**src/soc_bus_pkg.sv**
```systemverilog
package soc_bus_pkg;

    typedef logic [31:0] addr_t;
    typedef logic [31:0] data_t;

    // AXI-lite style response codes
    typedef logic [1:0] resp_t;

    localparam resp_t RESP_OKAY   = 2'b00;
    localparam resp_t RESP_SLVERR = 2'b10;
    localparam resp_t RESP_DECERR = 2'b11;

    // address map
    localparam addr_t SRAM_BASE      = 32'h8000_0000;
    localparam addr_t UART_ADDR      = 32'ha000_03f8; // write sends a byte and read gives status
    localparam addr_t CLINT_MTIME_LO = 32'ha000_0048;
    localparam addr_t CLINT_MTIME_HI = 32'ha000_004c;

    // routing target picked by the crossbar decode
    typedef enum logic [1:0] {
        SEL_SRAM  = 2'd0,
        SEL_UART  = 2'd1,
        SEL_CLINT = 2'd2,
        SEL_NONE  = 2'd3
    } slave_sel_t;

    // master to slave, read side
    typedef struct packed {
        addr_t araddr;
        logic  arvalid;
        logic  rready;
    } rd_req_t;

    // slave to master, read side
    typedef struct packed {
        logic  arready;
        logic  rvalid;
        data_t rdata;
        resp_t rresp;
    } rd_rsp_t;

    // master to slave, write side
    typedef struct packed {
        addr_t awaddr;
        logic  awvalid;
        data_t wdata;
        logic  wvalid;
        logic  bready;
    } wr_req_t;

    // slave to master, write side
    typedef struct packed {
        logic  awready;
        logic  wready;
        logic  bvalid;
        resp_t bresp;
    } wr_rsp_t;

endpackage

```
**src/clint_timer.sv**
```systemverilog
`timescale 1ns/1ps

module clint_timer import soc_bus_pkg::*; (
    input  logic    clk,
    input  logic    rst,
    input  rd_req_t rd_req,
    output rd_rsp_t rd_rsp,
    input  wr_req_t wr_req,
    output wr_rsp_t wr_rsp
);

    logic [63:0] mtime;
    logic        rvalid_q;
    data_t       rdata_q;
    logic        bvalid_q;
    logic        ar_hs;

    assign ar_hs = rd_req.arvalid && rd_rsp.arready;

    always_comb begin
        rd_rsp.arready = !rvalid_q;
        rd_rsp.rvalid  = rvalid_q;
        rd_rsp.rdata   = rdata_q;
        rd_rsp.rresp   = RESP_OKAY;

        // mtime is read-only here so writes are refused
        wr_rsp.awready = wr_req.awvalid && wr_req.wvalid && !bvalid_q;
        wr_rsp.wready  = wr_rsp.awready;
        wr_rsp.bvalid  = bvalid_q;
        wr_rsp.bresp   = RESP_SLVERR;
    end

    always_ff @(posedge clk) begin
        if (rst) begin
            mtime    <= '0;
            rvalid_q <= 1'b0;
            bvalid_q <= 1'b0;
        end else begin
            mtime <= mtime + 64'd1; // free running
            if (ar_hs) rvalid_q <= 1'b1;
            else if (rd_req.rready) rvalid_q <= 1'b0;
            if (wr_rsp.awready) bvalid_q <= 1'b1;
            else if (wr_req.bready) bvalid_q <= 1'b0;
        end
    end

    // word picked by address and sampled at the ar transfer
    always_ff @(posedge clk) begin
        if (ar_hs) begin
            rdata_q <= (rd_req.araddr == CLINT_MTIME_HI) ? mtime[63:32] : mtime[31:0];
        end
    end

endmodule

```
**config.mk**
```make
export PLATFORM = sky130hd
export DESIGN_NAME = clint_timer
export DESIGN_NICKNAME = d
export VERILOG_FILES = /design/src/soc_bus_pkg.sv /design/src/clint_timer.sv
export SDC_FILE = /design/constraint.sdc
export NUM_CORES = 1
export LEC_CHECK = 0
export BUFFER_PORTS_ARGS = -buffer_cell sky130_fd_sc_hd__buf_4
export CELL_PAD_IN_SITES_DETAIL_PLACEMENT = 1
export CELL_PAD_IN_SITES_GLOBAL_PLACEMENT = 1
export CORE_UTILIZATION = 41
export CTS_CLUSTER_DIAMETER = 120
export DETAILED_ROUTE_END_ITERATION = 8
export PLACE_DENSITY = 0.9
export SLEW_MARGIN = 20
export SYNTH_ARGS = -nofsm -noshare
export SYNTH_HDL_FRONTEND = slang
export SYNTH_SLANG_ARGS = --single-unit
```
**constraint.sdc**
```tcl
create_clock -name clk -period 3.3 [get_ports clk]
set_input_delay 0.495 -clock clk [delete_from_list [all_inputs] [get_ports clk]]
set_output_delay 0.495 -clock clk [all_outputs]
set_load 0.01 [all_outputs]
```
==> out/results.txt <==
CTS hold repair buffers - 0
slowest stage delay, CP - 0.64 ns
GRT Residual Overflow - 0
top routing layer used - met4
max-capacitance violation count - 0
Area Overhead vs Synth - 19.5%
share of cells above drive strength 1 - 26.5%
Vias - 3731
Hold Violations, Final - 0
routed wl met2 - 6.06 mm
Sum Neg Setup Slack - 0 ns
synthesized instance count - 450
CP Max Fanout - 12
NumNets Final - 628
synth warn - 0
clk sink count - 98
1st-iter DRT viols - 187
synthesized cell area - 4550 um^2
worst rel slew slack - 34.5%
post-synthesis area per instance - 10.1 um^2
post-layout util - 50.1%
clock-pin slew of the registers on the worst-case setup and hold paths - 0.09 ns
min-delay worst type - input port to flop
Starting Density - 41.9%
initial antenna violation count - 0
worst hold margin - 0.300 ns
largest net degree at the start of global routing - 69
I/O Pins - 144
Most common cell on crit path - nand4_1
H-tree level count - 3
Clock Path Buffers - 2
vias in the first global route - 3900
# fillers - 1227
Seq/Total Area, Yosys - 50.2%
global-route wire length before repair - 18.8 mm
GRT Total Usage - 21.3%
drt wl/cell - 17.5 um
PortBufs - 75
Critical Path RT - 3.60 ns
Yosys cell types - 42
Met1 Routed Length - 4.69 mm
routed wire length - 11.7 mm
Setup Skew - 0.00717 ns
RSZ-0062 raised after global routing - false
WS Path Type - flop to flop
count of final max-slew check failures - 0
worst slew pin tran - 0.974 ns
postcts setup bufs - 0
GPL Wtd Cong - 0.805
DR DRC count - 0
reg2reg path depth - 6
Leak Pwr - 1.97 nW
die area - 11500 um^2
CP endpoint kind - flop
status - complete, no violations
fmax - 393 MHz
WHS Path Cells - 2
total CTS buffers - 9
Vias per Instance - 5.58
met3 wire len - 737 um
Diodes inserted - 0
Max VDD drop - 0.000169 V
CP Launch Type - flop
Final setup viols - 0
drt first pass iters - 4
critical-path cell list - ha_1 -> nand4_1 -> nor3_2 -> nand4_1 -> or4_1 -> a21oi_1
PD cells - 400 nW/um^2
hpwl dp - 8.19 mm
TritonCTS clock tree - yes
Skew-Pair Late Insertion Delay - 0.37 ns
register bit total from synthesis - 98
Tmin final - 2.54 ns
CTS resizes - 0
final critical-path share of the clock period - 77.1%
Core ar. - 10800 um^2
critical path's slowest cell - or4_1
Rows - 38
overall die width - 107 um
CTS Root Cell - clkbuf_8
CP arrival - 2.84 ns
Final ANT Viol Nets - 0
die height - 107 um
-- final timing paths --
kind	startpoint	to	slack, ns
worst max-delay path	mtime[0]	mtime[58]	0.76
worst min-delay path	rd_req[0]	rvalid_q	0.30
worst max register to register	mtime[0]	mtime[58]	0.76
worst min register to register	mtime[62]	mtime[62]	0.52
-- placed cells by master (no fill, tap or decap), drive strengths merged, types with 2 or more instances in the layout --
master  count
nor3        6
buf        83
xnor2      11
nor4       17
and4        3
o31ai       5
mux2       32
clkbuf     14
conb        4
nand2      20
and2        2
or4         6
o21ai      15
nand4b      3
edfxtp     32
xor2       27
nor3b       2
nor2b       3
a21oi      22
and3        4
dfxtp      66
nand3      26
nand4      34
or3        15
nor2       53
clkinv      2
inv        13
-- per-layer routing --
metal	track usage, %	up-vias
met2	37.9	114
met4	10.1	0
met5	0	-
met3	3.45	13
li1	-	1783
met1	24.9	1821
-- synth_stat cells --
library cell	instances	share of area [%]
clkbuf_1	8	0.66
or3_1	15	2.1
o21ba_2	1	0.22
o41ai_1	1	0.19
o31ai_1	5	0.83
inv_1	13	1.1
nand4_2	1	0.28
nor4_2	2	0.55
buf_4	8	1.3
and2_1	2	0.28
mux2i_1	1	0.22
nor3_1	5	0.55
nor4_1	13	1.8
nor3b_1	2	0.33
a21oi_1	22	2.4
nand3_2	1	0.22
nand4b_1	3	0.58
edfxtp_1	32	21
or4_1	6	0.99
a211oi_1	1	0.17
xor2_1	27	5.2
nor3_2	1	0.22
o21ai_0	15	1.7
nand4_4	1	0.47
or2_2	1	0.14
nor4_4	2	0.94
nor4bb_1	1	0.22
nor2_1	53	4.4
nor4b_1	1	0.19
and4_1	3	0.58
conb_1	2	0.17
nand4_1	32	4.4
xnor2_1	11	2.1
nor2b_1	3	0.41
dfxtp_1	66	29
nand2_1	20	1.7
mux2_2	32	7.9
o31a_1	1	0.19
nand3_1	25	2.8
buf_2	6	0.66
and3_1	4	0.55
ha_1	1	0.28
-- logic make-up (layout without fill, tap and decap cells) --
| kind of cell | count (synthesis) | in the layout | share of synthesized area [%] |
|---|---|---|---|
| other | 2 | 4 | 0.165 |
| AOI/OAI and AO/OA | 46 | 46 | 5.67 |
| and+or+nand+nor | 197 | 197 | 24.5 |
| xor gates and xnor gates | 38 | 38 | 7.32 |
| muxes | 33 | 33 | 8.15 |
| adders and majority gates | 1 | 1 | 0.275 |
| DFF | 98 | 98 | 50.2 |
| buffers and inverters | 35 | 112 | 3.72 |
-- layout make-up --
type	count	area, um^2	share of cell area (%)
inverters	13	48.8	0.898
clock inverters	2	8.76	0.161
flip-flops and latches	98	2280	42.0
multi-input cells	319	2110	38.9
repair buffers	83	623	11.5
clock buffers	14	184	3.39
well taps	140	175	3.22
-- worst max-delay path, delay by kind of cell (launching register included) --
kind / cells / cell delay [ns]
fa+ha+maj: 1 / 0.25
simple gates: 4 / 1.61
flops: 1 / 0.46
compound gates: 1 / 0.15
-- power breakdown --
group / switching (mW) / total (mW) / internal, mW
clock network: 0.406 / 0.765 / 0.359
registers: 0.0127 / 1.28 / 1.27
logic: 0.0613 / 0.127 / 0.0661
-- metrics by stage --
step	setup WS [ns]	instances	power, mW	area, um^2
floorplan	0.932	452	1.36	4550
global placement	0.905	653	1.43	5240
detailed placement	0.779	653	1.44	5240
CTS	0.720	669	2.19	5430
global route	0.547	669	2.25	5430
finish	0.757	669	2.17	5430
-- flip-flops by register name, indices dropped and copies added (netlist names) --
register,cells
rdata_q,32
bvalid_q,1
rvalid_q,1
mtime,64
No activity file was read; power rests on OpenSTA's default activity.
