===== config.mk =====
export PLATFORM = sky130hd
export DESIGN_NAME = uart_tx_slave
export DESIGN_NICKNAME = d
export VERILOG_FILES = /design/src/soc_bus_pkg.sv /design/src/uart_tx_slave.sv
export SDC_FILE = /design/constraint.sdc
export NUM_CORES = 1
export LEC_CHECK = 0
export BUFFER_PORTS_ARGS = -buffer_cell sky130_fd_sc_hd__clkbuf_2
export CAP_MARGIN = 20
export CORE_MARGIN = 10
export CORE_UTILIZATION = 25
export CTS_CLUSTER_SIZE = 8
export DETAILED_ROUTE_END_ITERATION = 10
export PLACE_DENSITY = 0.92
export SLEW_MARGIN = 20
export SYNTH_ARGS = -nofsm -noshare
export SYNTH_HDL_FRONTEND = slang
export SYNTH_SLANG_ARGS = --single-unit

===== constraint.sdc =====
create_clock -name clk -period 2.85 [get_ports clk]
set_clock_uncertainty 0.2 [all_clocks]
set_input_delay 0.4275 -clock clk [delete_from_list [all_inputs] [get_ports clk]]
set_output_delay 0.4275 -clock clk [all_outputs]
set_load 0.01 [all_outputs]

===== src/soc_bus_pkg.sv =====
package soc_bus_pkg;

    typedef logic [31:0] addr_t;
    typedef logic [31:0] data_t;

    // AXI-lite style response codes
    typedef logic [1:0] resp_t;

    localparam resp_t RESP_OKAY   = 2'b00;
    localparam resp_t RESP_SLVERR = 2'b10;
    localparam resp_t RESP_DECERR = 2'b11;

    // address map
    localparam addr_t SRAM_BASE      = 32'h8000_0000;
    localparam addr_t UART_ADDR      = 32'ha000_03f8; // write sends a byte and read gives status
    localparam addr_t CLINT_MTIME_LO = 32'ha000_0048;
    localparam addr_t CLINT_MTIME_HI = 32'ha000_004c;

    // routing target picked by the crossbar decode
    typedef enum logic [1:0] {
        SEL_SRAM  = 2'd0,
        SEL_UART  = 2'd1,
        SEL_CLINT = 2'd2,
        SEL_NONE  = 2'd3
    } slave_sel_t;

    // master to slave, read side
    typedef struct packed {
        addr_t araddr;
        logic  arvalid;
        logic  rready;
    } rd_req_t;

    // slave to master, read side
    typedef struct packed {
        logic  arready;
        logic  rvalid;
        data_t rdata;
        resp_t rresp;
    } rd_rsp_t;

    // master to slave, write side
    typedef struct packed {
        addr_t awaddr;
        logic  awvalid;
        data_t wdata;
        logic  wvalid;
        logic  bready;
    } wr_req_t;

    // slave to master, write side
    typedef struct packed {
        logic  awready;
        logic  wready;
        logic  bvalid;
        resp_t bresp;
    } wr_rsp_t;

endpackage


===== src/uart_tx_slave.sv =====
`timescale 1ns/1ps

module uart_tx_slave import soc_bus_pkg::*; (
    input  logic       clk,
    input  logic       rst,
    input  rd_req_t    rd_req,
    output rd_rsp_t    rd_rsp,
    input  wr_req_t    wr_req,
    output wr_rsp_t    wr_rsp,
    output logic [7:0] tx_data,
    output logic       tx_valid,
    input  logic       tx_ready
);

    logic       pending;    // byte waiting for tx_ready
    logic [7:0] tx_byte;
    logic       rvalid_q;
    logic       busy_q;     // status sampled at the ar transfer
    logic       bvalid_q;

    assign tx_data  = tx_byte;
    assign tx_valid = pending;

    always_comb begin
        rd_rsp.arready = !rvalid_q;
        rd_rsp.rvalid  = rvalid_q;
        rd_rsp.rdata   = {31'b0, busy_q};
        rd_rsp.rresp   = RESP_OKAY;

        // no new byte until the pending one has left
        wr_rsp.awready = wr_req.awvalid && wr_req.wvalid && !pending && !bvalid_q;
        wr_rsp.wready  = wr_rsp.awready;
        wr_rsp.bvalid  = bvalid_q;
        wr_rsp.bresp   = RESP_OKAY;
    end

    always_ff @(posedge clk) begin
        if (rst) begin
            pending  <= 1'b0;
            rvalid_q <= 1'b0;
            bvalid_q <= 1'b0;
        end else begin
            if (wr_rsp.awready) begin
                pending  <= 1'b1;
                bvalid_q <= 1'b1;
            end else begin
                if (tx_ready) pending <= 1'b0;
                if (wr_req.bready) bvalid_q <= 1'b0;
            end
            if (rd_req.arvalid && rd_rsp.arready) rvalid_q <= 1'b1;
            else if (rd_req.rready) rvalid_q <= 1'b0;
        end
    end

    always_ff @(posedge clk) begin
        if (wr_rsp.awready) tx_byte <= wr_req.wdata[7:0]; // low byte only
        if (rd_req.arvalid && rd_rsp.arready) busy_q <= pending;
    end

endmodule


==> flow_summary_export.csv <==
group,metric,value,unit
floorplan,rows,19,
synthesis,yosysTopAreaCellShare,0.423,
sta,finalCriticalPeriod,1970,ps
setup_path,cp_slowest_cell,"dfxtp_1",
setup_path,reg2reg_depth,2,
setup_path,arrival,1340,ps
synthesis,synth_top_flop_cell,"edfxtp_1",
layout,area_growth,7.23,%
power_and_ir_drop,power_density,490,nW/um^2
setup_path,start_kind,"flip-flop",
floorplan,die_h,72.6,microns
synthesis,ys_seq_elements,12,
place,gp_congestion,0.605,
drt,avgViaCountPerCell,3.11,
hold_path,hold_depth,1,
setup_path,r2r_start,"tx_valid$_SDFFE_PP0P_",
setup_path,r2r_end,"tx_data[6]$_DFFE_PP_",
synthesis,synthTopCellsByArea,"buf_4 42%, edfxtp_1 39%, dfxtp_1 8.7%, nand4bb_2 2.4%, a21oi_1 1.4%",
power_and_ir_drop,pwr-share-comb,0.166,
sta,finalCritPeriodShare,0.691,
synthesis,synth-edff-count,9,
floorplan,num_io_pins,154,
global_route,antenna_found_initial,0,
synthesis,synth_warnings,0,
place,portBuffers,30,
drt,highest_layer,"met4",
power_and_ir_drop,ir_worst_vdd,0.172,mV
global_route,grt_overflow,0,
setup_path,crit_buf_inv,2,
setup_path,crit_chain,"nand4bb_2 > inv_1 > clkbuf_2",
floorplan,die_w,72.6,microns
cts,cts_tree,"done",
setup_path,reg2reg_slack,1450,ps
place,hpwl,1.40,mm
setup_path,crit_type,"reg -> out",
sta,timing.fmax,508,MHz
floorplan,initial_core_util,0.255,
power_and_ir_drop,swShare,0.265,
floorplan,die-area,5270,sq um
global_route,grt_first_pass_wirelength,2.17,mm
drt,wire_per_inst,12.2,microns
global_route,grt.total_usage,0.0545,
cts,postCtsResizedCells,0,
drt,wl_met2,854,microns
sta,tns,0,ps
synthesis,synth_commonest_cells,"39 x buf_4, 9 x edfxtp_1, 3 x dfxtp_1",
hold_path,hold_start,"wr_req[7]",
hold_path,hold_end,"tx_data[5]$_DFFE_PP_",
drt,ant_nets,0,
power_and_ir_drop,power,0.363,mW
sta,finalSetupViolations,0,
power_and_ir_drop,power.switching,0.0963,mW
cts,cts_buffers,3,
setup_path,worstSetupEndpointType,"primary output",
synthesis,synth.largest_area_cell,"buf_4",
global_route,grt_start_max_net_pins,11,
hold_path,holdCritPathClass,"in -> reg",
cts,clock_path_buffers,2,
synthesis,syn_inst,62,
sta,hold_viol_final,0,
drt,vias,379,
cts,cts_hold_buf,0,
layout,fillers,301,
power_and_ir_drop,pwr-share-seq,0.557,
setup_path,cp_max_fo,10,
floorplan,core,2710,sq um
cts,cts_sinks,12,
cts,clkSlewWorstSetupHoldPaths,70,ps
setup_path,critical_path.max_stage_delay,340,ps
setup_path,cp_top_family,"buffers and inverters",
synthesis,ys_seq_area_frac,0.477,
power_and_ir_drop,clock_power_share,0.278,
power_and_ir_drop,p_int,0.267,mW
cts,htreeDepth,1,
layout,drive_gt1_frac,0.374,
drt,drt_pass1_iterations,2,
synthesis,ys_types,12,
power_and_ir_drop,p_leak,0.390,nW
drt,routed_wl,1.49,mm
drt,drc_errors,0,
cts,cts_root_buf,"clkbuf_4",
global_route,grt_pass1_vias,447,
status,status,"complete, no violations",
sta,rsz0062_at_grt,"no",
synthesis,syn_area,692,sq um
run,maxCapViolations,0,
sta,drv_slew,0,
synthesis,yosysMostFrequentCell,"buf_4",
cts,cts_setup_buffers,0,
layout,antenna_cells,0,
drt,met1_length,419,microns
setup_path,cp_data_required_time,2220,ps
synthesis,async_flop_share,0,
synthesis,avgSynthCellArea,11.2,sq um
layout,final_net_count,196,
drt,routed-wl-met3,186,microns
drt,first_iter_violations,6,
cts,clock_latency,260,ps
[flip-flops by register name, indices dropped and copies added, names as in the netlist]
signal and count:
busy_q 1, tx_valid 1, tx_data 8, rvalid_q 1
bvalid_q 1
[cell families (layout without fill, tap and decap cells)]
family,Yosys count,in the layout,synth area share
buf+inv,41,36,0.434
other cells,1,35,0.00542
flops,12,12,0.477
simple gates,5,5,0.0579
compound gates,3,3,0.0253
[worst reg2reg max path, delay by kind of cell, from the launching register on]
kind,cells,cell delay (ps)
flip-flops,1,340
buffers and inverters,1,290
AND/OR/NAND/NOR,1,250
[final cells by class]
cell class	instances	area, sq um	share of cell area
sequential	12	330	0.445
tap	31	38.8	0.0523
clock inverter	1	3.75	0.00506
multi-input combinational	43	189	0.255
inverter	2	7.51	0.0101
clock buffer	3	22.5	0.0304
timing repair buffer	30	150	0.202
[per-stage QoR]
| step | utilization | setup WS (ps) | std cells | hold slack, ps | cell area [sq um] |
|---|---|---|---|---|---|
| global route | 0.274 | 776 | 122 | 120 | 742 |
| floorplan | - | 1190 | 96 | 280 | 820 |
| detailed placement | 0.264 | 1060 | 118 | 300 | 716 |
| CTS | 0.274 | 857 | 122 | 131 | 742 |
| finish | 0.274 | 881 | 122 | 136 | 742 |
| global placement | 0.264 | 1070 | 118 | 280 | 716 |
[placed cells by master, fill, tap and decap left out]
cell type,n
clkinv_1,1
inv_1,2
edfxtp_1,9
a211oi_1,1
clkbuf_4,3
clkbuf_2,30
nor2b_1,1
conb_1,35
nand4bb_2,1
nand2b_1,1
nor2_1,1
or2b_1,1
dfxtp_1,3
a21oi_1,2
[power groups by stage]
stage / Combinational, mW / Sequential [mW] / Clock, mW
floorplan: 0.0721 / 0.209 / 0
finish: 0.0602 / 0.202 / 0.101
global placement: 0.0576 / 0.206 / 0
CTS: 0.0591 / 0.202 / 0.104
detailed placement: 0.0590 / 0.206 / 0
global route: 0.0676 / 0.204 / 0.115
[routing by layer]
| metal | up-vias | global-route usage |
|---|---|---|
| met5 | - | 0 |
| met2 | 27 | 0.0963 |
| met4 | 0 | 0.0380 |
| met1 | 165 | 0.0403 |
| met3 | 4 | 0.0381 |
| li1 | 183 | - |
[worst max path at each step]
stage / slack, ps / cells past startpoint / end / start
after CTS: 860 / 3 / wr_rsp[3] / tx_valid$_SDFFE_PP0P_
after detailed placement: 1060 / 4 / wr_rsp[3] / wr_req[34]
after floorplan: 1190 / 3 / wr_rsp[4] / tx_valid$_SDFFE_PP0P_
after global routing: 780 / 3 / wr_rsp[4] / tx_valid$_SDFFE_PP0P_
final: 880 / 3 / wr_rsp[3] / tx_valid$_SDFFE_PP0P_
after global placement: 1070 / 4 / wr_rsp[4] / wr_req[34]
Power figures use the tool's default switching activity.
