==> src/soc_bus_pkg.sv <==
package soc_bus_pkg;

    typedef logic [31:0] addr_t;
    typedef logic [31:0] data_t;

    // AXI-lite style response codes
    typedef logic [1:0] resp_t;

    localparam resp_t RESP_OKAY   = 2'b00;
    localparam resp_t RESP_SLVERR = 2'b10;
    localparam resp_t RESP_DECERR = 2'b11;

    // address map
    localparam addr_t SRAM_BASE      = 32'h8000_0000;
    localparam addr_t UART_ADDR      = 32'ha000_03f8; // write sends a byte and read gives status
    localparam addr_t CLINT_MTIME_LO = 32'ha000_0048;
    localparam addr_t CLINT_MTIME_HI = 32'ha000_004c;

    // routing target picked by the crossbar decode
    typedef enum logic [1:0] {
        SEL_SRAM  = 2'd0,
        SEL_UART  = 2'd1,
        SEL_CLINT = 2'd2,
        SEL_NONE  = 2'd3
    } slave_sel_t;

    // master to slave, read side
    typedef struct packed {
        addr_t araddr;
        logic  arvalid;
        logic  rready;
    } rd_req_t;

    // slave to master, read side
    typedef struct packed {
        logic  arready;
        logic  rvalid;
        data_t rdata;
        resp_t rresp;
    } rd_rsp_t;

    // master to slave, write side
    typedef struct packed {
        addr_t awaddr;
        logic  awvalid;
        data_t wdata;
        logic  wvalid;
        logic  bready;
    } wr_req_t;

    // slave to master, write side
    typedef struct packed {
        logic  awready;
        logic  wready;
        logic  bvalid;
        resp_t bresp;
    } wr_rsp_t;

endpackage

==> src/bus_xbar.sv <==
`timescale 1ns/1ps

module bus_xbar import soc_bus_pkg::*; #(
    parameter int SRAM_AW = 10
) (
    input  logic    clk,
    input  logic    rst,
    // masters
    input  rd_req_t ifu_rd_req,
    output rd_rsp_t ifu_rd_rsp,
    input  rd_req_t lsu_rd_req,
    output rd_rsp_t lsu_rd_rsp,
    input  wr_req_t lsu_wr_req,
    output wr_rsp_t lsu_wr_rsp,
    // slaves
    output rd_req_t sram_rd_req,
    input  rd_rsp_t sram_rd_rsp,
    output wr_req_t sram_wr_req,
    input  wr_rsp_t sram_wr_rsp,
    output rd_req_t uart_rd_req,
    input  rd_rsp_t uart_rd_rsp,
    output wr_req_t uart_wr_req,
    input  wr_rsp_t uart_wr_rsp,
    output rd_req_t clint_rd_req,
    input  rd_rsp_t clint_rd_rsp,
    output wr_req_t clint_wr_req,
    input  wr_rsp_t clint_wr_rsp
);

    // one-hot grant bits
    localparam int G_IDLE   = 0;
    localparam int G_IFU_RD = 1;
    localparam int G_LSU_RD = 2;
    localparam int G_LSU_WR = 3;

    logic [3:0] grant;
    logic       drain;      // one dead cycle after each transaction
    slave_sel_t sel;
    logic       dec_resp;   // decode-error response pending

    logic    is_rd;
    logic    is_wr;
    rd_req_t mst_rd_req;
    rd_rsp_t slv_rd_rsp;
    wr_rsp_t slv_wr_rsp;
    rd_rsp_t dec_rd_rsp;
    wr_rsp_t dec_wr_rsp;
    logic    dec_accept;
    logic    rd_done;
    logic    wr_done;

    function automatic slave_sel_t decode(input addr_t addr);
        if (addr[31:SRAM_AW+2] == SRAM_BASE[31:SRAM_AW+2]) begin
            return SEL_SRAM;
        end
        if (addr == UART_ADDR) begin
            return SEL_UART;
        end
        if (addr == CLINT_MTIME_LO || addr == CLINT_MTIME_HI) begin
            return SEL_CLINT;
        end
        return SEL_NONE;
    endfunction

    // priority order is ifu read then lsu read then lsu write
    always_ff @(posedge clk) begin
        if (rst) begin
            grant <= 4'b0001;
            drain <= 1'b0;
            sel   <= SEL_NONE;
        end else if (grant[G_IDLE]) begin
            if (drain) begin
                drain <= 1'b0;
            end else if (ifu_rd_req.arvalid) begin
                grant <= 4'b0010;
                sel   <= decode(ifu_rd_req.araddr);
            end else if (lsu_rd_req.arvalid) begin
                grant <= 4'b0100;
                sel   <= decode(lsu_rd_req.araddr);
            end else if (lsu_wr_req.awvalid && lsu_wr_req.wvalid) begin
                grant <= 4'b1000;
                sel   <= decode(lsu_wr_req.awaddr);
            end
        end else if (rd_done || wr_done) begin
            grant <= 4'b0001;
            drain <= 1'b1;
        end
    end

    // decode-error responder answers one cycle after accepting
    always_comb begin
        dec_rd_rsp         = '0;
        dec_rd_rsp.arready = !dec_resp;
        dec_rd_rsp.rvalid  = dec_resp;
        dec_rd_rsp.rresp   = RESP_DECERR; // rdata stays 0

        dec_wr_rsp         = '0;
        dec_wr_rsp.awready = !dec_resp && lsu_wr_req.awvalid && lsu_wr_req.wvalid;
        dec_wr_rsp.wready  = dec_wr_rsp.awready;
        dec_wr_rsp.bvalid  = dec_resp;
        dec_wr_rsp.bresp   = RESP_DECERR;
    end

    assign dec_accept = (sel == SEL_NONE) &&
                        ((is_rd && mst_rd_req.arvalid && dec_rd_rsp.arready) ||
                         (is_wr && dec_wr_rsp.awready));

    always_ff @(posedge clk) begin
        if (rst) begin
            dec_resp <= 1'b0;
        end else if (rd_done || wr_done) begin
            dec_resp <= 1'b0;
        end else if (dec_accept) begin
            dec_resp <= 1'b1;
        end
    end

    // router
    always_comb begin
        is_rd      = grant[G_IFU_RD] | grant[G_LSU_RD];
        is_wr      = grant[G_LSU_WR];
        mst_rd_req = grant[G_IFU_RD] ? ifu_rd_req : lsu_rd_req;

        sram_rd_req  = '0;
        uart_rd_req  = '0;
        clint_rd_req = '0;
        sram_wr_req  = '0;
        uart_wr_req  = '0;
        clint_wr_req = '0;
        slv_rd_rsp   = '0;
        slv_wr_rsp   = '0;

        if (is_rd) begin
            case (sel)
                SEL_SRAM: begin
                    sram_rd_req = mst_rd_req;
                    slv_rd_rsp  = sram_rd_rsp;
                end
                SEL_UART: begin
                    uart_rd_req = mst_rd_req;
                    slv_rd_rsp  = uart_rd_rsp;
                end
                SEL_CLINT: begin
                    clint_rd_req = mst_rd_req;
                    slv_rd_rsp   = clint_rd_rsp;
                end
                default: slv_rd_rsp = dec_rd_rsp;
            endcase
        end

        if (is_wr) begin
            case (sel)
                SEL_SRAM: begin
                    sram_wr_req = lsu_wr_req;
                    slv_wr_rsp  = sram_wr_rsp;
                end
                SEL_UART: begin
                    uart_wr_req = lsu_wr_req;
                    slv_wr_rsp  = uart_wr_rsp;
                end
                SEL_CLINT: begin
                    clint_wr_req = lsu_wr_req;
                    slv_wr_rsp   = clint_wr_rsp;
                end
                default: slv_wr_rsp = dec_wr_rsp;
            endcase
        end

        ifu_rd_rsp = grant[G_IFU_RD] ? slv_rd_rsp : '0;
        lsu_rd_rsp = grant[G_LSU_RD] ? slv_rd_rsp : '0;
        lsu_wr_rsp = is_wr ? slv_wr_rsp : '0;
    end

    // end of transaction on r or b handshake
    assign rd_done = is_rd && slv_rd_rsp.rvalid && mst_rd_req.rready;
    assign wr_done = is_wr && slv_wr_rsp.bvalid && lsu_wr_req.bready;

endmodule

==> config.mk <==
export PLATFORM = sky130hd
export DESIGN_NAME = bus_xbar
export DESIGN_NICKNAME = d
export VERILOG_FILES = /design/src/soc_bus_pkg.sv /design/src/bus_xbar.sv
export SDC_FILE = /design/constraint.sdc
export NUM_CORES = 1
export LEC_CHECK = 0
export BUFFER_PORTS_ARGS = -buffer_cell sky130_fd_sc_hd__buf_2
export CELL_PAD_IN_SITES_DETAIL_PLACEMENT = 0
export CELL_PAD_IN_SITES_GLOBAL_PLACEMENT = 2
export CORE_AREA = 10 10 243 245
export CTS_CLUSTER_DIAMETER = 100
export DETAILED_ROUTE_END_ITERATION = 8
export DIE_AREA = 0 0 253 255
export PLACE_DENSITY_LB_ADDON = 0.1
export SLEW_MARGIN = 20
export SYNTH_ARGS = -nofsm -noshare
export SYNTH_HDL_FRONTEND = slang
export SYNTH_SLANG_ARGS = --single-unit
==> constraint.sdc <==
create_clock -name clk -period 2 [get_ports clk]
set_input_delay 0.1 -clock clk [delete_from_list [all_inputs] [get_ports clk]]
set_output_delay 0.1 -clock clk [all_outputs]
set_load 0.005 [all_outputs]
==> results_dict.tcl, run 1 <==
set metrics [dict create \
    status "finished clean" \
    design.portCount 640 \
    wire_per_inst_um 22.0 \
    layout_commonest_cell "buf_2" \
    slowest_delay_ns 0.38 \
    dp.final_hpwl_mm 38.6 \
    nFillCells 6531 \
    synth-edff-count 0 \
    crit_fanout 16 \
    tritoncts "yes" \
    synthDominantCellAreaShare_pct 32.4 \
    path_cells "buf_12, or2_2, or2_4, clkbuf_16, nor2_1, buf_2" \
    floorplan.rows 86 \
    htreeDepth 1 \
    grt_max_degree 73 \
    yosys.area_share.simple_pct 58.8 \
    synthTopCellsByArea "nor2_1 32%, mux2i_1 16%, nor2b_1 10%" \
    cts_made_buffers 3 \
    leakage_nw 4.64 \
    async_flop_share_pct 0 \
    final_cells 2076 \
    critPathKind "flip-flop to output port" \
    wl_mm 45.6 \
    antenna_found_initial 9 \
    viasPerCell 3.58 \
    p_seq_share_pct 11.0 \
    grt-busiest-layer "met2" \
    layout_common_cells "639 x buf_2, 341 x nor2_1, 71 x nand2_1" \
    crit_arrival_ns 1.84 \
    synthXorXnorAreaFrac_pct 0 \
    port_buffers 639 \
    hold_viol 0 \
    core_area_um2 54400 \
    grt_usage_pct 12.8 \
    min_delay_worst_endpoint "drain" \
    design.final.nets 1628 \
    drc 0 \
    syn_nets 1017 \
    die_w_um 253 \
    power_frac_comb_pct 69.5 \
    first_global_vias 7691 \
    relSlewSlack_pct 64.8 \
    rsz0062_at_grt "false" \
    ys_seq_area_share_pct 4.00 \
    setup_viol_count_final 0 \
    grtUsageMet1_pct 13.0 \
    synth_top_area_cell "nor2_1" \
    ir_drop_v 0.000188 \
    worst-r2r-setup-slack_ns 0.10 \
    grt_pass1_wl_mm 60.2 \
    yosys_warnings 0 \
    drive_gt1_share_pct 52.2 \
    p_sw_share_pct 44.6 \
    r2r-start "sel[0]" \
    synth.distinct_cells 47 \
    dieArea_um2 64500 \
    worst-r2r-cell-count 6 \
    tightest_slew_ns 0.527 \
    vias 7429 \
    cts_root_buf "clkbuf_16" \
    die_h_um 255 \
    area_growth_pct 110 \
    cts.path.max_buffers 2 \
    ys.flop_type "dfxtp_1" \
    p_clk_share_pct 19.5 \
    grt_overflow 0 \
    synth_mux_area_share_pct 19.6 \
    clock_latency_ns 0.23 \
    fmax_mhz 516 \
    r2r_end "grant[2]" \
    finClkSkew_ns 0.00120 \
    p_per_area_nw_per_um2 215 \
    clk_pin_slew_worst_paths_ns 0.04 \
    syn-cell-area_um2 4000 \
    min_period_ns 1.94 \
    setup_ws_ns 0.0637 \
    worstHoldPathType "primary input to flip-flop" \
    synthAdderAreaFrac_pct 0 \
    syn-mean-instance-area_um2 5.29 \
    place_congestion 0.794 \
    synth_top_family_by_area "simple AND/OR/NAND/NOR gates" \
    gr-usage-met3_pct 3.80 \
    final_antenna_net_count 0 \
    numClockSinks 8 \
    timing.final.crit_share_pct 96.8 \
    cpMaxStageDelayCell "dfxtp_4" \
    max_cap_viol_count 0 \
    hold_buffers 0 \
    worst_setup_path_start_kind "flip-flop" \
    synth_compound_area_share_pct 10.0 \
    final_max_slew_viol_count 0 \
    preCtsSetupSlack_ns -0.289 \
    intPower_mw 0.999 \
    dp_cells 2059 \
    grtUsageMet2_pct 25.6 \
    endpoint_kind "output port" \
    switchingPower_mw 0.804 \
    min_path_cells 2 \
    hold_start "rst" \
    dr.pass1.iters 4 \
    required_ns 1.90 \
    initial_core_util_pct 7.35 \
    synth-seq-cells 8 \
    drt-initial-drc-count 310 \
    synth_cells 757 \
]
## worst max path at each step
| stage | slack (ns) | from | depth (start not counted) | to |
|---|---|---|---|---|
| finish | 0.06 | sel[0] | 6 | sram_rd_req[31] |
| global route | 0.004 | sel[0] | 6 | sram_rd_req[30] |
| CTS | 0.0001 | sel[0] | 5 | ifu_rd_rsp[35] |
| detailed placement | -0.29 | lsu_wr_req[63] | 7 | sel[0] |
| global placement | -0.30 | lsu_wr_req[63] | 7 | sel[0] |
| floorplan | 0.25 | sel[0] | 7 | sram_rd_req[10] |
## area by class of cell
cell class                 instances  area [um2]  share of cell area (%)
clock buffer                       4        78.8                   0.939
tap                              704         881                    10.5
inverter                           5        18.8                   0.224
multi-input combinational        674        3590                    42.7
timing repair buffer             676        3640                    43.4
antenna                            5        12.5                   0.149
sequential                         8         170                    2.03
## kinds of logic (layout without fill, tap and decap cells)
family,Yosys count,in the layout
simple gates,538,538
mux,74,74
buf+inv,75,685
compound gates,62,62
flops,8,8
other cells,0,5
## cells in the mapped netlist, types with 2 or more instances
master     instances
buf_2              5
clkbuf_1          57
a2111oi_0          2
nor2_1           345
nor2b_1           66
nand4_1            4
mux2_2             6
dfxtp_1            8
mux2i_1           65
and2_1             9
o221a_2            2
a31oi_1            3
o21ai_1            2
o22a_1             2
o31ai_1            2
nor4_1            12
nor3_1             4
o21ai_0            2
buf_1              6
nand3_1            4
o22ai_1            2
or4_1              3
mux4_2             3
nand2b_1           4
a21oi_1           34
and4_1             2
nor4b_1            4
inv_1              5
nand2_1           71
a32o_1             2
o41ai_1            2
or2_2              4
## power by group through the flow
stage | registers (mW) | clock network (mW) | logic, mW
after floorplan | 0.182 | 0 | 0.586
after global placement | 0.202 | 0 | 1.27
after detailed placement | 0.202 | 0 | 1.26
after CTS | 0.200 | 0.362 | 1.27
after global routing | 0.202 | 0.377 | 1.39
final | 0.198 | 0.352 | 1.25
## per-layer routing
layer	part of all wire [%]	up-vias
li1	-	3691
met1	36	3432
met2	56	269
met3	6.8	29
met4	1.1	8
met5	0.12	-
## through the flow
step	instance area, um2	util (%)	setup TNS, ns	total power [mW]	hold slack [ns]
5_1_grt	8390	15.4	0	1.97	0.217
3_3_place_gp	8160	15.0	-0.428	1.47	0.445
2_1_floorplan	4000	-	0	0.768	0.226
4_1_cts	8260	15.2	0	1.83	0.207
3_5_place_dp	8160	15.0	-0.416	1.46	0.456
6_report	8390	15.4	0	1.80	0.191
## state kept, by name, indices dropped and copies added, names as in the netlist
signal	count
grant	4
sel	2
dec_resp	1
drain	1
## worst max-delay path: cells and delay by family (launching register included)
kind	cells	cell delay [ns]
and+or+nand+nor	3	0.70
buffers and inverters	3	0.51
DFF	1	0.38
## repair_timing
item / in CTS / in global routing
resized for setup: 5 / 7
cloned: 0 / 2
pin swaps: 0 / 1
hold endpoints to repair: 0 / 0
buffers inserted: 0 / 6
setup endpoints to repair: 93 / 19
No activity file was read; power rests on OpenSTA's default activity.
==> inputs of run 2 (changes only) <==
CTS_BUF_LIST = sky130_fd_sc_hd__clkbuf_16   (was not set)
==> results_dict.tcl, run 2 (synthesis results as in run 1) <==
set metrics [dict create \
    p_per_area_nw_per_um2 214 \
    biggestRegsByFlops "grant x4, sel x2" \
    nFillCells 6537 \
    wl_met2_mm 25.3 \
    layout_common_cells "639 x buf_2, 341 x nor2_1, 71 x nand2_1" \
    drt-initial-drc-count 290 \
    dr.max_layer_used "met5" \
    largest_register_ff_count 4 \
    fmax_mhz 520 \
    finClkSkew_ns 0.00139 \
    floorplan.rows 86 \
    hold_start "rst" \
    place_area_um2 8160 \
    clock_latency_ns 0.23 \
    drc 0 \
    layout_commonest_cell "buf_2" \
    place_congestion 0.794 \
    cts_made_buffers 3 \
    final_antenna_net_count 0 \
    grt_max_degree 73 \
    tritoncts "yes" \
    setup_viol_count_final 0 \
    cts_root_buf "clkbuf_16" \
    dieArea_um2 64500 \
    port_buffers 639 \
    first_global_vias 7688 \
    path_buf_inv 3 \
    die_h_um 255 \
    cpMaxStageDelayCell "dfxtp_4" \
    htreeDepth 1 \
    wire_per_inst_um 21.8 \
    critPathKind "flip-flop to output port" \
    top_register "grant" \
    m1WireLength_mm 16.3 \
    leakage_nw 4.62 \
    design.final.nets 1625 \
    grt_usage_pct 12.8 \
    cp_top_family "simple AND/OR/NAND/NOR gates" \
    required_ns 1.90 \
    final_max_slew_viol_count 0 \
    wl_met3_mm 3.06 \
    worstHoldPathType "primary input to flip-flop" \
    grt_pass1_wl_mm 60.2 \
    timing.final.crit_share_pct 96.1 \
    clk_pin_slew_worst_paths_ns 0.04 \
    dp.final_hpwl_mm 38.6 \
    fin_area_um2 8340 \
    cpMostUsedCell "buf_12" \
    min_period_ns 1.92 \
    wl_mm 45.2 \
    endpoint_kind "output port" \
    numClockSinks 8 \
    initial_core_util_pct 7.35 \
    cts.path.max_buffers 2 \
    status "finished clean" \
    relSlewSlack_pct 62.7 \
    setup_tns_ns 0 \
    dr.pass1.iters 4 \
    drive_gt1_share_pct 52.1 \
    slowest_delay_ns 0.38 \
    path_cells "buf_12, or2_2, or2_4, buf_12, nor2_1, buf_2" \
    r2r-start "sel[0]" \
    area_growth_pct 108 \
    max_cap_viol_count 0 \
    crit_fanout 33 \
    worst_setup_path_start_kind "flip-flop" \
    tightest_slew_ns 0.560 \
    ir_drop_v 0.000188 \
    crit_start "sel[0]" \
    antenna_found_initial 9 \
    design.portCount 640 \
    viasPerCell 3.58 \
    die_w_um 253 \
    hold_viol 0 \
    vias 7415 \
    grt_overflow 0 \
    crit_arrival_ns 1.82 \
    core_area_um2 54400 \
]
==> run 2: repair_timing <==
action | 4_1_cts | 5_1_grt
gates resized for setup | 6 | 8
endpoints found under the setup margin | 94 | 19
gates cloned | 0 | 0
hold endpoints to repair | 0 | 0
buffers inserted | 0 | 5
hold buffers | 0 | 0
pin swaps | 0 | 0
==> run 2: worst reg2reg max path: stages (launching register included) <==
cell,delay (ns)
dfxtp_4,0.40
buf_4,0.13
mux4_2,0.49
and2_1,0.19
a22o_1,0.30
nand2b_1,0.15
a32o_1,0.18
==> run 2: routing by layer <==
| metal | up-vias | track usage, % |
|---|---|---|
| met3 | 28 | 3.80 |
| li1 | 3688 | - |
| met4 | 8 | 1.60 |
| met5 | - | 0 |
| met1 | 3422 | 13.0 |
| met2 | 269 | 25.6 |
==> run 2: path summary, 6_finish.rpt <==
path	endpoint	slack (ns)	depth (start not counted)
worst max register to register	grant[2]	0.11	6
worst min register to register	drain	0.46	1
worst max-delay path	sram_rd_req[24]	0.08	6
worst min-delay path	drain	0.19	2
==> run 2: area by class of cell <==
type                       instances  area, um2  area share [%]
timing repair buffer             673       3590            43.1
multi-input combinational        674       3590            43.0
antenna                            5       12.5           0.150
inverter                           5       18.8           0.225
clock inverter                     1       3.75          0.0450
clock buffer                       3       75.1           0.900
sequential                         8        170            2.04
tap                              704        881            10.6
==> run 2: per-stage QoR <==
step                      setup slack, ns  power [mW]  util [%]  cells  hold slack (ns)
after global placement             -0.301        1.47      15.0   2059            0.445
after CTS                          0.0240        1.82      15.2   2063            0.207
final                              0.0776        1.79      15.3   2073            0.191
after global routing             -0.00150        1.95      15.3   2071            0.217
after detailed placement           -0.289        1.46      15.0   2059            0.456
after floorplan                     0.246       0.768         -    757            0.226
==> run 2: where the power goes <==
group / internal (mW) / leakage, nW / switching (mW) / total, mW
Sequential: 0.172 / 0.0665 / 0.0250 / 0.197
Combinational: 0.553 / 4.51 / 0.688 / 1.24
Clock: 0.261 / 0.0423 / 0.0864 / 0.348
==> inputs of run 3 (changes only) <==
ABC_AREA = 1   (was not set)
CORE_AREA = 10 10 239 241   (was 10 10 243 245)
DIE_AREA = 0 0 249 251   (was 0 0 253 255)
==> results_dict.tcl, run 3 <==
set metrics [dict create \
    synth-edff-count 0 \
    wire_per_inst_um 20.7 \
    numClockSinks 8 \
    clk_pin_slew_worst_paths_ns 0.04 \
    tritoncts "yes" \
    finClkSkew_ns 0.000319 \
    syn_nets 1280 \
    cp_top_family "compound AO/OA/AOI/OAI gates" \
    wl_mm 47.7 \
    setup_ws_ns 0.182 \
    ys_seq_area_share_pct 3.69 \
    crit_arrival_ns 1.72 \
    final_antenna_net_count 0 \
    ys.flop_type "dfxtp_1" \
    synthDominantCellAreaShare_pct 38.9 \
    p_per_area_nw_per_um2 205 \
    endpoint_kind "output port" \
    synthTopCellsByArea "nor2_1 39%, nand2_1 26%, nand3_1 6.7%" \
    yosys_warnings 0 \
    cpMaxStageDelayCell "o21ai_2" \
    timing.final.crit_share_pct 90.9 \
    grt_pass1_wl_mm 67.0 \
    final_core_utilization_pct 16.2 \
    nFillCells 6396 \
    final_max_slew_viol_count 0 \
    clock_latency_ns 0.23 \
    worst_setup_path_start_kind "flip-flop" \
    synth_commonest_cells "450 x nor2_1, 304 x nand2_1, 58 x nand3_1, 47 x inv_1, 30 x o21ai_0" \
    dp.final_hpwl_mm 41.2 \
    design.final.nets 1879 \
    die_w_um 249 \
    slowest_delay_ns 0.52 \
    hold_viol 0 \
    port_buffers 639 \
    dieArea_um2 62500 \
    syn-mean-instance-area_um2 4.26 \
    async_flop_share_pct 0 \
    tightest_slew_ns 0.614 \
    path_cells "buf_12, inv_2, o21ai_2, nor2_1, buf_2" \
    worstHoldPathType "primary input to flip-flop" \
    synth_top_area_cell "nor2_1" \
    drt-initial-drc-count 289 \
    fmax_mhz 550 \
    hold_buffers 0 \
    grt_usage_pct 14.3 \
    htreeDepth 1 \
    syn-cell-area_um2 4340 \
    max_cap_viol_count 0 \
    top_register "grant" \
    drc 0 \
    critPathKind "flip-flop to output port" \
    biggestRegsByFlops "grant x4, sel x2" \
    core_area_um2 52200 \
    rsz0062_at_grt "false" \
    setup_viol_count_final 0 \
    design.portCount 640 \
    layout_common_cells "639 x buf_2, 450 x nor2_1, 304 x nand2_1" \
    area_growth_pct 94.7 \
    layout_commonest_cell "buf_2" \
    grt_overflow 0 \
    min_period_ns 1.82 \
    required_ns 1.90 \
    synth_cells 1020 \
    synth-seq-cells 8 \
    initial_core_util_pct 8.32 \
    relSlewSlack_pct 58.6 \
    cts_made_buffers 3 \
    ir_drop_v 0.000250 \
    cts_root_buf "clkbuf_16" \
    status "finished clean" \
    viasPerCell 3.69 \
    place_congestion 0.847 \
    yosysMostFrequentCell "nor2_1" \
    leakage_nw 4.81 \
    first_global_vias 9114 \
    grt_max_degree 70 \
    drive_gt1_share_pct 42.5 \
    largest_register_ff_count 4 \
    path_buf_inv 3 \
    antenna_found_initial 8 \
    crit_fanout 24 \
    die_h_um 251 \
    synth.distinct_cells 28 \
    floorplan.rows 84 \
    dr.pass1.iters 4 \
    vias 8514 \
    cts.path.max_buffers 2 \
    preCtsSetupSlack_ns -0.153 \
]
## run 3: cell count changes in the layout (fill, tap and decap cells not counted), moves of 28 or more
cell / change
nand2_1: +233
o21ai_0: +28
nor2_1: +109
inv_1: +41
nor2b_1: -65
mux2i_1: -54
nand3_1: +54
## run 3: cell families after synthesis
family	synth area share (%)
AOI/OAI and AO/OA	5.53
buffers and inverters	12.7
and+or+nand+nor	75.5
DFF	3.69
muxes	2.53
## run 3: area by class of cell
type                       instances  area, um2  share of cell area (%)
antenna                            2       5.00                  0.0592
clock buffer                       3       75.1                   0.888
inverter                          54        208                    2.46
multi-input combinational        891       3640                    43.0
sequential                         8        165                    1.95
tap                              688        861                    10.2
timing repair buffer             661       3510                    41.5
## run 3: what timing repair did
| item | CTS | global route |
|---|---|---|
| setup endpoints to repair | 4 | 84 |
| buffers inserted | 0 | 0 |
| gates resized for setup | 1 | 4 |
## run 3: worst paths after layout
path	from	endpoint	slack, ns	cells past startpoint
max	grant[1]	uart_rd_req[1]	0.18	5
min	rst	grant[1]	0.16	2
max reg2reg	grant[1]	dec_resp	0.32	6
min reg2reg	grant[0]	grant[0]	0.47	2
## run 3: power breakdown
part           internal [mW]  total (mW)  switching [mW]
Clock                  0.258       0.337          0.0793
Combinational          0.446        1.21           0.762
Sequential             0.173       0.192          0.0193
## run 3: metrics by stage
step / setup TNS [ns] / cells / instance area (um2) / power [mW] / hold WS [ns]
global route: 0 / 2306 / 8460 / 1.92 / 0.173
global placement: -0.142 / 2302 / 8360 / 1.44 / 0.390
CTS: 0 / 2305 / 8440 / 1.79 / 0.153
finish: 0 / 2307 / 8460 / 1.74 / 0.163
detailed placement: -0.191 / 2302 / 8360 / 1.44 / 0.396
floorplan: 0 / 1020 / 4340 / 0.787 / 0.169
## run 3: layer usage
metal	GRT usage (%)	routed length, um
met4	1.92	546
met2	27.4	25100
met5	0	59
met1	14.6	17700
met3	5.72	4310
